--- config.mk ---
export PLATFORM = sky130hd
export DESIGN_NAME = eeprom_wr
export DESIGN_NICKNAME = d
export VERILOG_FILES = /design/src/design/eeprom_pkg.sv /design/src/design/shift_if.sv /design/src/design/bus_cond_gen.sv /design/src/design/byte_shifter.sv /design/src/design/eeprom_ctrl.sv /design/src/design/eeprom_wr.sv /design/src/design/scl_gen.sv
export SDC_FILE = /design/constraint.sdc
export NUM_CORES = 1
export LEC_CHECK = 0
export ABC_AREA = 1
export ABC_CLOCK_PERIOD_IN_PS = 3000
export BUFFER_PORTS_ARGS = -buffer_cell sky130_fd_sc_hd__buf_2
export CORE_ASPECT_RATIO = 1.2
export CORE_MARGIN = 2
export CORE_UTILIZATION = 35
export CTS_BUF_LIST = sky130_fd_sc_hd__clkbuf_8
export DETAILED_ROUTE_END_ITERATION = 6
export PLACE_DENSITY_LB_ADDON = 0.05
export SYNTH_ARGS = -nofsm -noshare
export SYNTH_HDL_FRONTEND = slang
export SYNTH_HIERARCHICAL = 1
export SYNTH_SLANG_ARGS = --single-unit
--- constraint.sdc ---
create_clock -name CLK -period 3 [get_ports CLK]
set_input_delay 0.15 -clock CLK [delete_from_list [all_inputs] [get_ports CLK]]
set_output_delay 0.15 -clock CLK [all_outputs]
set_load 0.005 [all_outputs]
--- src/design/eeprom_pkg.sv ---
package eeprom_pkg;

    // address and data widths of the 2 Kbyte part
    localparam int ADDR_W = 11;
    localparam int DATA_W = 8;

    localparam logic [3:0] DEV_TAG = 4'b1010;   // top nibble of every control byte

    // transaction sequencer states
    // DATA_WR is the data write byte, named apart from the DATA_W width
    typedef enum logic [3:0] {
        IDLE,
        START,
        CTRL_W,
        ADDR,
        DATA_WR,
        RESTART,
        CTRL_R,
        DATA_R,
        STOP,
        DONE
    } ctrl_state_t;

    // conditions the bus condition generator can place on SDA
    typedef enum logic {
        COND_START,
        COND_STOP
    } cond_op_t;

endpackage

--- src/design/shift_if.sv ---
`timescale 1ns/1ns
interface shift_if;

    logic                            go;        // one cycle, shifter idle
    logic                            read;      // 1 = shift in from sda_in
    logic [eeprom_pkg::DATA_W-1:0]   tx_byte;
    logic [eeprom_pkg::DATA_W-1:0]   rx_byte;   // valid from done to next go
    logic                            done;

    modport ctrl (
        output go,
        output read,
        output tx_byte,
        input  rx_byte,
        input  done
    );

    modport unit (
        input  go,
        input  read,
        input  tx_byte,
        output rx_byte,
        output done
    );

endinterface

--- src/design/bus_cond_gen.sv ---
`timescale 1ns/1ns
module bus_cond_gen (
    input  logic                 CLK,
    input  logic                 RESET,
    input  logic                 scl,
    input  logic                 low_mid,
    input  logic                 high_mid,
    input  logic                 cond_go,
    input  eeprom_pkg::cond_op_t cond_op,
    output logic                 cond_done,
    output logic                 sda
);

    typedef enum logic [1:0] {
        C_IDLE,
        C_LOW,      // waiting for low_mid
        C_HIGH      // waiting for high_mid
    } cond_state_t;

    cond_state_t          state;
    eeprom_pkg::cond_op_t op_q;

    always_ff @(posedge CLK)
    begin
        if (RESET)
        begin
            state     <= C_IDLE;
            cond_done <= 1'b0;
            sda       <= 1'b1;  // released bus level
        end
        else
        begin
            cond_done <= 1'b0;
            case (state)
                C_IDLE:
                    if (cond_go)
                    begin
                        if (low_mid && !scl)
                        begin
                            // go lined up with the low phase, act now
                            sda   <= (cond_op == eeprom_pkg::COND_START);
                            state <= C_HIGH;
                        end
                        else
                        begin
                            state <= C_LOW;
                        end
                    end
                C_LOW:
                    if (low_mid && !scl)
                    begin
                        sda   <= (op_q == eeprom_pkg::COND_START);  // high for start, low for stop
                        state <= C_HIGH;
                    end
                C_HIGH:
                    if (high_mid && scl)
                    begin
                        sda       <= ~sda;  // the edge itself, SCL high
                        cond_done <= 1'b1;
                        state     <= C_IDLE;
                    end
                default:
                    state <= C_IDLE;
            endcase
        end
    end

    always_ff @(posedge CLK)
    begin
        if (cond_go && state == C_IDLE)
        begin
            op_q <= cond_op;
        end
    end

endmodule

--- src/design/byte_shifter.sv ---
`timescale 1ns/1ns
module byte_shifter (
    input  logic   CLK,
    input  logic   RESET,
    input  logic   low_mid,
    input  logic   high_mid,
    input  logic   sda_in,
    output logic   sda,
    shift_if.unit  shift
);

    localparam int DW = eeprom_pkg::DATA_W;
    localparam int BW = $clog2(DW);
    localparam logic [BW-1:0] LAST_BIT = BW'(DW - 1);

    logic [DW-1:0] sr;          // tx bits still to send, or rx bits so far
    logic [BW-1:0] bit_cnt;
    logic          active;
    logic          rx_mode;

    // bit counting and the SDA bit
    always_ff @(posedge CLK)
    begin
        if (RESET)
        begin
            active     <= 1'b0;
            bit_cnt    <= '0;
            shift.done <= 1'b0;
            sda        <= 1'b1;
        end
        else
        begin
            shift.done <= 1'b0;
            if (shift.go && !active)
            begin
                active  <= 1'b1;
                bit_cnt <= '0;
                if (!shift.read)
                begin
                    sda <= shift.tx_byte[DW-1];    // MSB out right away, go comes at low_mid
                end
            end
            else if (active && high_mid)
            begin
                bit_cnt <= bit_cnt + 1'b1;
                if (bit_cnt == LAST_BIT)
                begin
                    active     <= 1'b0;
                    shift.done <= 1'b1;
                end
            end
            else if (active && low_mid && !rx_mode)
            begin
                sda <= sr[DW-1];
            end
        end
    end

    // shift register
    always_ff @(posedge CLK)
    begin
        if (shift.go && !active)
        begin
            sr      <= {shift.tx_byte[DW-2:0], 1'b0};
            rx_mode <= shift.read;
        end
        else if (active && high_mid && rx_mode)
        begin
            sr <= {sr[DW-2:0], sda_in};     // sample mid high
        end
        else if (active && low_mid && !rx_mode)
        begin
            sr <= {sr[DW-2:0], 1'b0};
        end
    end

    assign shift.rx_byte = sr;

endmodule

--- src/design/eeprom_ctrl.sv ---
`timescale 1ns/1ns
module eeprom_ctrl (
    input  logic                          CLK,
    input  logic                          RESET,
    input  logic                          low_mid,
    input  logic                          wr,
    input  logic                          rd,
    input  logic [eeprom_pkg::ADDR_W-1:0] addr,
    input  logic [eeprom_pkg::DATA_W-1:0] wr_data,
    output logic [eeprom_pkg::DATA_W-1:0] rd_data,
    output logic                          ack,
    output logic                          busy,
    output logic                          cond_go,
    output eeprom_pkg::cond_op_t          cond_op,
    input  logic                          cond_done,
    input  logic                          cond_sda,
    shift_if.ctrl                         shift,
    input  logic                          shift_sda,
    output logic                          sda_out,
    output logic                          sda_oe
);

    localparam int AW = eeprom_pkg::ADDR_W;
    localparam int DW = eeprom_pkg::DATA_W;

    eeprom_pkg::ctrl_state_t state;
    logic [AW-1:0] addr_q;
    logic [DW-1:0] data_q;
    logic          rd_op;
    logic          unit_done;   // unit finished, hand over at next low_mid
    logic          accept;
    logic          step;

    assign accept = (state == eeprom_pkg::IDLE) && (wr || rd);
    assign step   = unit_done && low_mid;   // all ownership changes with SCL low
    assign ack    = (state == eeprom_pkg::DONE);
    assign busy   = (state != eeprom_pkg::IDLE);

    always_ff @(posedge CLK)
    begin
        if (RESET)
        begin
            state     <= eeprom_pkg::IDLE;
            unit_done <= 1'b0;
        end
        else
        begin
            if (step)
                unit_done <= 1'b0;
            else if ((cond_done || shift.done) && state != eeprom_pkg::STOP)
                unit_done <= 1'b1;

            case (state)
                eeprom_pkg::IDLE:    if (accept) state <= eeprom_pkg::START;
                eeprom_pkg::START:   if (step) state <= eeprom_pkg::CTRL_W;
                eeprom_pkg::CTRL_W:  if (step) state <= eeprom_pkg::ADDR;
                eeprom_pkg::ADDR:
                    if (step)
                        state <= rd_op ? eeprom_pkg::RESTART : eeprom_pkg::DATA_WR;
                eeprom_pkg::DATA_WR: if (step) state <= eeprom_pkg::STOP;
                eeprom_pkg::RESTART: if (step) state <= eeprom_pkg::CTRL_R;
                eeprom_pkg::CTRL_R:  if (step) state <= eeprom_pkg::DATA_R;
                eeprom_pkg::DATA_R:  if (step) state <= eeprom_pkg::STOP;
                eeprom_pkg::STOP:    if (cond_done) state <= eeprom_pkg::DONE;
                default:             state <= eeprom_pkg::IDLE;  // DONE included
            endcase
        end
    end

    always_ff @(posedge CLK)
    begin
        if (accept)
        begin
            addr_q <= addr;
            data_q <= wr_data;
            rd_op  <= !wr;  // wr wins over rd
        end
        if (state == eeprom_pkg::DATA_R && shift.done)
        begin
            rd_data <= shift.rx_byte;
        end
    end

    // next unit is started in the same cycle as the state change
    always_comb
    begin
        cond_go       = accept;
        cond_op       = eeprom_pkg::COND_START;
        shift.go      = 1'b0;
        shift.read    = 1'b0;
        shift.tx_byte = data_q;
        case (state)
            eeprom_pkg::START:
            begin
                shift.go      = step;
                shift.tx_byte = {eeprom_pkg::DEV_TAG, addr_q[AW-1:DW], 1'b0};
            end
            eeprom_pkg::CTRL_W:
            begin
                shift.go      = step;
                shift.tx_byte = addr_q[DW-1:0];
            end
            eeprom_pkg::ADDR:
            begin
                cond_go  = step && rd_op;   // repeated start
                shift.go = step && !rd_op;  // data byte
            end
            eeprom_pkg::RESTART:
            begin
                shift.go      = step;
                shift.tx_byte = {eeprom_pkg::DEV_TAG, addr_q[AW-1:DW], 1'b1};
            end
            eeprom_pkg::CTRL_R:
            begin
                shift.go   = step;
                shift.read = 1'b1;
            end
            eeprom_pkg::DATA_WR, eeprom_pkg::DATA_R:
            begin
                cond_go = step;
                cond_op = eeprom_pkg::COND_STOP;
            end
            default:
            begin
            end
        endcase
    end

    // SDA owner by state
    always_comb
    begin
        case (state)
            eeprom_pkg::START, eeprom_pkg::RESTART, eeprom_pkg::STOP:
            begin
                sda_out = cond_sda;
                sda_oe  = 1'b1;
            end
            eeprom_pkg::CTRL_W, eeprom_pkg::ADDR, eeprom_pkg::DATA_WR, eeprom_pkg::CTRL_R:
            begin
                sda_out = shift_sda;
                sda_oe  = 1'b1;
            end
            default:
            begin
                sda_out = 1'b1;     // released, slave or pull-up owns the bus
                sda_oe  = 1'b0;
            end
        endcase
    end

endmodule

--- src/design/eeprom_wr.sv ---
`timescale 1ns/1ns
module eeprom_wr #(
    parameter int CLK_DIV = 4
) (
    input  logic                          CLK,
    input  logic                          RESET,
    input  logic                          wr,
    input  logic                          rd,
    input  logic [eeprom_pkg::ADDR_W-1:0] addr,
    input  logic [eeprom_pkg::DATA_W-1:0] wr_data,
    output logic [eeprom_pkg::DATA_W-1:0] rd_data,
    output logic                          ack,
    output logic                          busy,
    output logic                          scl,
    output logic                          sda_out,
    output logic                          sda_oe,
    input  logic                          sda_in
);

    logic                 low_mid;
    logic                 high_mid;
    logic                 cond_go;
    eeprom_pkg::cond_op_t cond_op;
    logic                 cond_done;
    logic                 cond_sda;
    logic                 shift_sda;

    shift_if shift_bus ();

    scl_gen #(
        .CLK_DIV (CLK_DIV)
    ) scl_gen_inst (
        .CLK      (CLK),
        .RESET    (RESET),
        .scl      (scl),
        .low_mid  (low_mid),
        .high_mid (high_mid)
    );

    bus_cond_gen bus_cond_gen_inst (
        .CLK       (CLK),
        .RESET     (RESET),
        .scl       (scl),
        .low_mid   (low_mid),
        .high_mid  (high_mid),
        .cond_go   (cond_go),
        .cond_op   (cond_op),
        .cond_done (cond_done),
        .sda       (cond_sda)
    );

    byte_shifter byte_shifter_inst (
        .CLK      (CLK),
        .RESET    (RESET),
        .low_mid  (low_mid),
        .high_mid (high_mid),
        .sda_in   (sda_in),
        .sda      (shift_sda),
        .shift    (shift_bus.unit)
    );

    eeprom_ctrl eeprom_ctrl_inst (
        .CLK       (CLK),
        .RESET     (RESET),
        .low_mid   (low_mid),
        .wr        (wr),
        .rd        (rd),
        .addr      (addr),
        .wr_data   (wr_data),
        .rd_data   (rd_data),
        .ack       (ack),
        .busy      (busy),
        .cond_go   (cond_go),
        .cond_op   (cond_op),
        .cond_done (cond_done),
        .cond_sda  (cond_sda),
        .shift     (shift_bus.ctrl),
        .shift_sda (shift_sda),
        .sda_out   (sda_out),
        .sda_oe    (sda_oe)
    );

endmodule

--- src/design/scl_gen.sv ---
`timescale 1ns/1ns
module scl_gen #(
    parameter int CLK_DIV = 4   // CLK cycles per SCL half, even and >= 4
) (
    input  logic CLK,
    input  logic RESET,
    output logic scl,
    output logic low_mid,
    output logic high_mid
);

    localparam int CW = $clog2(CLK_DIV);
    localparam logic [CW-1:0] RELOAD = CW'(CLK_DIV - 1);
    localparam logic [CW-1:0] MID = CW'(CLK_DIV / 2 - 1);  // CLK_DIV/2 cycles into a half

    logic [CW-1:0] cnt;

    always_ff @(posedge CLK)
    begin
        if (RESET)
        begin
            cnt <= RELOAD;
            scl <= 1'b0;
        end
        else if (cnt == '0)
        begin
            cnt <= RELOAD;
            scl <= ~scl;    // end of half period
        end
        else
        begin
            cnt <= cnt - 1'b1;
        end
    end

    // strobes for SDA changes and sampling
    assign low_mid  = !scl && (cnt == MID);
    assign high_mid = scl && (cnt == MID);

endmodule

# == After elaboration in Yosys (flattened, before gate mapping) ==
# Cells that the tools add are included.
# op_classes
n_bitwise,6
reduce_logical,48
add_sub_neg,2
n_mux,39
eq_ne,28
# ops
op,n
$mux 4,8
$pmux 4 s8,1
$mux 8,3
$ne 2x1->1 const B,12
$pmux 8 s3,1
$mux 1,17
$eq 4x3->1 const B,4
$logic_and 1x1->1,16
$reduce_or 2->1,5
$eq 4x2->1 const B,2
$eq 4x4->1 const B,2
$mux 2,4
$reduce_and 8->1,1
$reduce_bool 2->1,4
$reduce_or 4->1,2
$reduce_or 7->1,1
$not 1->1,6
$pmux 1 s2,3
$pmux 2 s3,1
$reduce_and 3->1,2
$reduce_bool 3->1,2
$reduce_or 3->1,2
$logic_not 1->1,5
$reduce_and 5->1,1
14 further kinds,18
# totals
wordCells,142
output_inout_bits,13
in_bits,24
register_bits,56

# == Depth between registers and ports, before layout ==
# logic_depth
depth_word,8
ltp_mapped,14
ltp_nobuf,14

# == By module ==
# The synthesis kept the hierarchy.
# by_module_without_submodules
module,seq_area_each_um2,area_per_inst_um2,instances,cells_each
eeprom_ctrl,940.9,1488.9,1,145
byte_shifter,380.4,701.9,1,76
bus_cond_gen,110.1,377.9,1,53
scl_gen,60.1,137.6,1,19

# == Worst setup path after synthesis ==
# Ideal clock, no wire load.
# synth_timing
path_kind,reg2reg
start,register scl_gen_inst.cnt[0]
end,"register byte_shifter_inst.sr[1], in the netlist byte_shifter_inst/shift.rx_byte[1] (enable)"
synth_period_minus_slack_ns,2.292
setup_ns,0.331
path_buffers,1
stages_incl_launch_ff,9
slack_ns,0.708
required_ns,2.669
t_arrival_ns,1.961
path_cell_list,dfxtp_1 > ha_1 > inv_1 > nor2_1 > nand2_1 > o31ai_1 > nand2_4 > buf_12 > nand3_1
# synth_via
elab_chain_len,7
word_cells_on_any_way,12
cone_classes,1 x eq/ne; 1 x mux; 10 x reduce/logical
# synth_lines
item,line,rtl
from (decl),scl_gen.sv:16,logic [CW-1:0] cnt;
from (signal assigned),scl_gen.sv:32,cnt <= cnt - 1'b1;
$eq 2x1->1 (*),scl_gen.sv:37,assign low_mid = !scl && (cnt == MID);
$logic_and 1x1->1 (*),scl_gen.sv:37,
net low_mid,eeprom_wr.sv:20,logic low_mid;
$logic_and 1x1->1 (*),eeprom_ctrl.sv:35,assign step = unit_done && low_mid;
$logic_and 1x1->1,eeprom_ctrl.sv:106,shift.go = step && !rd_op;
$pmux 1 s2 (*),eeprom_ctrl.sv:92,case (state)
net shift_bus.go,shift_if.sv:4,logic go;
$logic_and 1x1->1 (*),byte_shifter.sv:62,if (shift.go && !active)
$reduce_bool 3->1 (no source line) (*),n/a,
to (signal assigned),byte_shifter.sv:64,"sr <= {shift.tx_byte[DW-2:0], 1'b0};"
to (signal assigned),byte_shifter.sv:69,"sr <= {sr[DW-2:0], sda_in};"
to (signal assigned),byte_shifter.sv:73,"sr <= {sr[DW-2:0], 1'b0};"
to (decl),byte_shifter.sv:16,logic [DW-1:0] sr;
# Mark *: on every way through the listed nets, which the timed path passes. The rest lies on a longest branch.
# A chain may end at the register's enable or synchronous reset.

# == Final worst setup path ==
# Same ends and word-level chain as after synthesis.

==> flow_metrics.tcl <==
set metrics [dict create \
    cts_buffers 5 \
    min_path_type "in -> reg" \
    holdWs_ns 0.0148 \
    yosysUniqueCellTypes 31 \
    fin_crit_ns 2.28 \
    utilization_pct 42.7 \
    gr-usage-met1_pct 17.6 \
    tns_ns 0 \
    setup_violations 0 \
    hold_viol 0 \
    synth_area_per_cell_um2 9.24 \
    start_kind "register" \
    synth-main-ff-cell "edfxtp_1" \
    synth_warnings 6 \
    grt-busiest-layer "met2" \
    critPathKind "reg -> reg" \
    final_common_cell "nand2_1" \
    grt_pass1_wl_mm 8.66 \
    antenna_found_initial 0 \
    drt_pre_antenna_iters 4 \
    fin_nets 385 \
    syn-num-nets 326 \
    syn-cell-area_um2 2710 \
    area_growth_syn_to_layout_pct 19.6 \
    required_ns 2.99 \
    finalWirelength_mm 5.25 \
    ant_nets 0 \
    htree_levels 2 \
    fp.dieH_um 100 \
    peakVddDrop_mv 0.422 \
    skew_ns 0.0172 \
    routedWlPerCell_um 11.8 \
    seq_area_frac_synth_pct 55.1 \
    max_freq_mhz 438 \
    cts.sinks 56 \
    die_w_um 84.3 \
    grt_max_degree 22 \
    ys_async_sr_fraction_pct 0 \
    post_cts_resized 0 \
    clockBufferDepth 2 \
    drc 0 \
    gp_congestion 0.779 \
    grt_pass1_vias 1836 \
    fin_area_um2 3240 \
    path_max_fanout 13 \
    cts_tree "yes" \
    overflow 0 \
    place_area_um2 3000 \
    final-max-slew-violation-count 0 \
    grt_use_total_pct 13.0 \
    clkLatencyLatePin_ns 0.32 \
    post_cts_buffers 0 \
    total_power_mw 2.39 \
    cp-end-kind "register" \
    routed-via-count 1973 \
    clockRootBuffer "clkbuf_8" \
    io_pins 37 \
    diodes 0 \
    final_cell_mix "89 x nand2_1, 37 x edfxtp_1, 36 x buf_2" \
    synth_edf_count 37 \
    vias_per_cell 4.43 \
    slew-limit-headroom_pct 49.9 \
    die-area_um2 8450 \
    drive_gt1_share_pct 24.9 \
    drtIter0Drc 93 \
    numPortBuffers 36 \
    dpl.hpwl_mm 3.88 \
    ys_ff_latch 56 \
    clk_pin_slew_ns 0.10 \
    synthCells 293 \
    use_met2_pct 20.8 \
    cellPowerDensity_nw_per_um2 738 \
    outcome "finished clean" \
    maxCapViolCount 0 \
    core_region_area_um2 7580 \
    grtUsageMet3_pct 2.96 \
    worst_pin_slew_ns 0.748 \
    rsz0062_at_grt "false" \
    p_leak_nw 1.47 \
    initial_utilization_pct 35.7 \
    post-route-period-util_pct 76.1 \
    worstPathArrival_ns 2.27 \
    rows 35 \
]
==> Yosys cell counts, types with 2 or more instances <==
cell | instances | area (um^2)
a21oi_1 | 7 | 35.0
a21oi_2 | 5 | 43.8
dfxtp_1 | 19 | 380
edfxtp_1 | 37 | 1110
ha_1 | 9 | 113
inv_1 | 30 | 113
inv_2 | 7 | 26.3
nand2_1 | 89 | 334
nand2_2 | 10 | 62.6
nand2_4 | 3 | 33.8
nand3_1 | 23 | 115
nand3_2 | 5 | 50.1
nor2_1 | 22 | 82.6
nor2_2 | 3 | 18.8
nor2_4 | 4 | 45.0
o21ai_0 | 4 | 20.0
o21ai_1 | 2 | 10.0
==> final cells by class <==
type                            instances  area [um^2]
Timing Repair Buffer                   53          345
Sequential cell                        56         1490
Multi-Input combinational cell        196         1040
Clock buffer                            5         68.8
Tap cell                               92          115
Inverter                               40          154
Fill cell                             780         4340
Clock inverter                          3         20.0
==> worst max-delay path: stages (launching register included) <==
cell,delay (ns)
dfxtp_1,0.36
ha_1,0.17
inv_1,0.04
nor2_1,0.31
nand2_1,0.21
o31ai_1,0.28
buf_4,0.18
nand2_4,0.12
nand3_1,0.29
==> logic make-up (layout without fill, tap and decap cells) <==
| kind of cell | after synthesis | in the layout | synth area share, % |
|---|---|---|---|
| AOI/OAI and AO/OA | 23 | 23 | 5.59 |
| xor gates and xnor gates | 1 | 1 | 0.324 |
| adders and majority gates | 9 | 9 | 4.16 |
| buffers and inverters | 41 | 101 | 6.43 |
| DFF | 56 | 56 | 55.1 |
| and+or+nand+nor | 163 | 163 | 28.4 |
==> state kept, by name (all words and copies together) (netlist names), 2 cells and up <==
register and flops:
eeprom_ctrl_inst/addr_q 11, byte_shifter_inst/bit_cnt 3, eeprom_ctrl_inst/data_q 8, bus_cond_gen_inst/state 2, scl_gen_inst/cnt 2, eeprom_ctrl_inst/rd_data 8, byte_shifter_inst/shift.rx_byte 8, eeprom_ctrl_inst/state 4
==> per-stage QoR <==
stage	cells	setup WS [ns]
after global placement	422	0.767
after detailed placement	422	0.680
after CTS	444	0.660
after floorplan	293	0.708
final	445	0.717
after global routing	445	0.473
==> layer usage <==
metal | vias to the layer above | part of all wire [%]
met3 | 6 | 3.3
met5 | - | 0
met4 | 0 | 1.3
li1 | 1059 | -
met2 | 33 | 46
met1 | 875 | 50
==> power breakdown <==
| group | switching [mW] | internal (mW) |
|---|---|---|
| registers | 0.0819 | 1.00 |
| clock network | 0.256 | 0.164 |
| logic | 0.555 | 0.329 |
==> path summary, 6_finish.rpt <==
path	startpoint	to	slack [ns]	depth (start not counted)
worst min-delay path	wr_data[5]	eeprom_ctrl_inst/data_q[5]	0.01	1
worst max register to register	scl_gen_inst/cnt[0]	byte_shifter_inst/shift.rx_byte[1]	0.72	8
worst max-delay path	scl_gen_inst/cnt[0]	byte_shifter_inst/shift.rx_byte[1]	0.72	8
worst min register to register	scl_gen_inst/cnt[0]	scl_gen_inst/cnt[0]	0.42	1
==> repair_timing <==
item,in CTS,in global routing
endpoints found under the setup margin,0,0
hold buffers,14,1
endpoints found under the hold margin,14,1
Note: power is estimated with default switching activity, not from simulation.
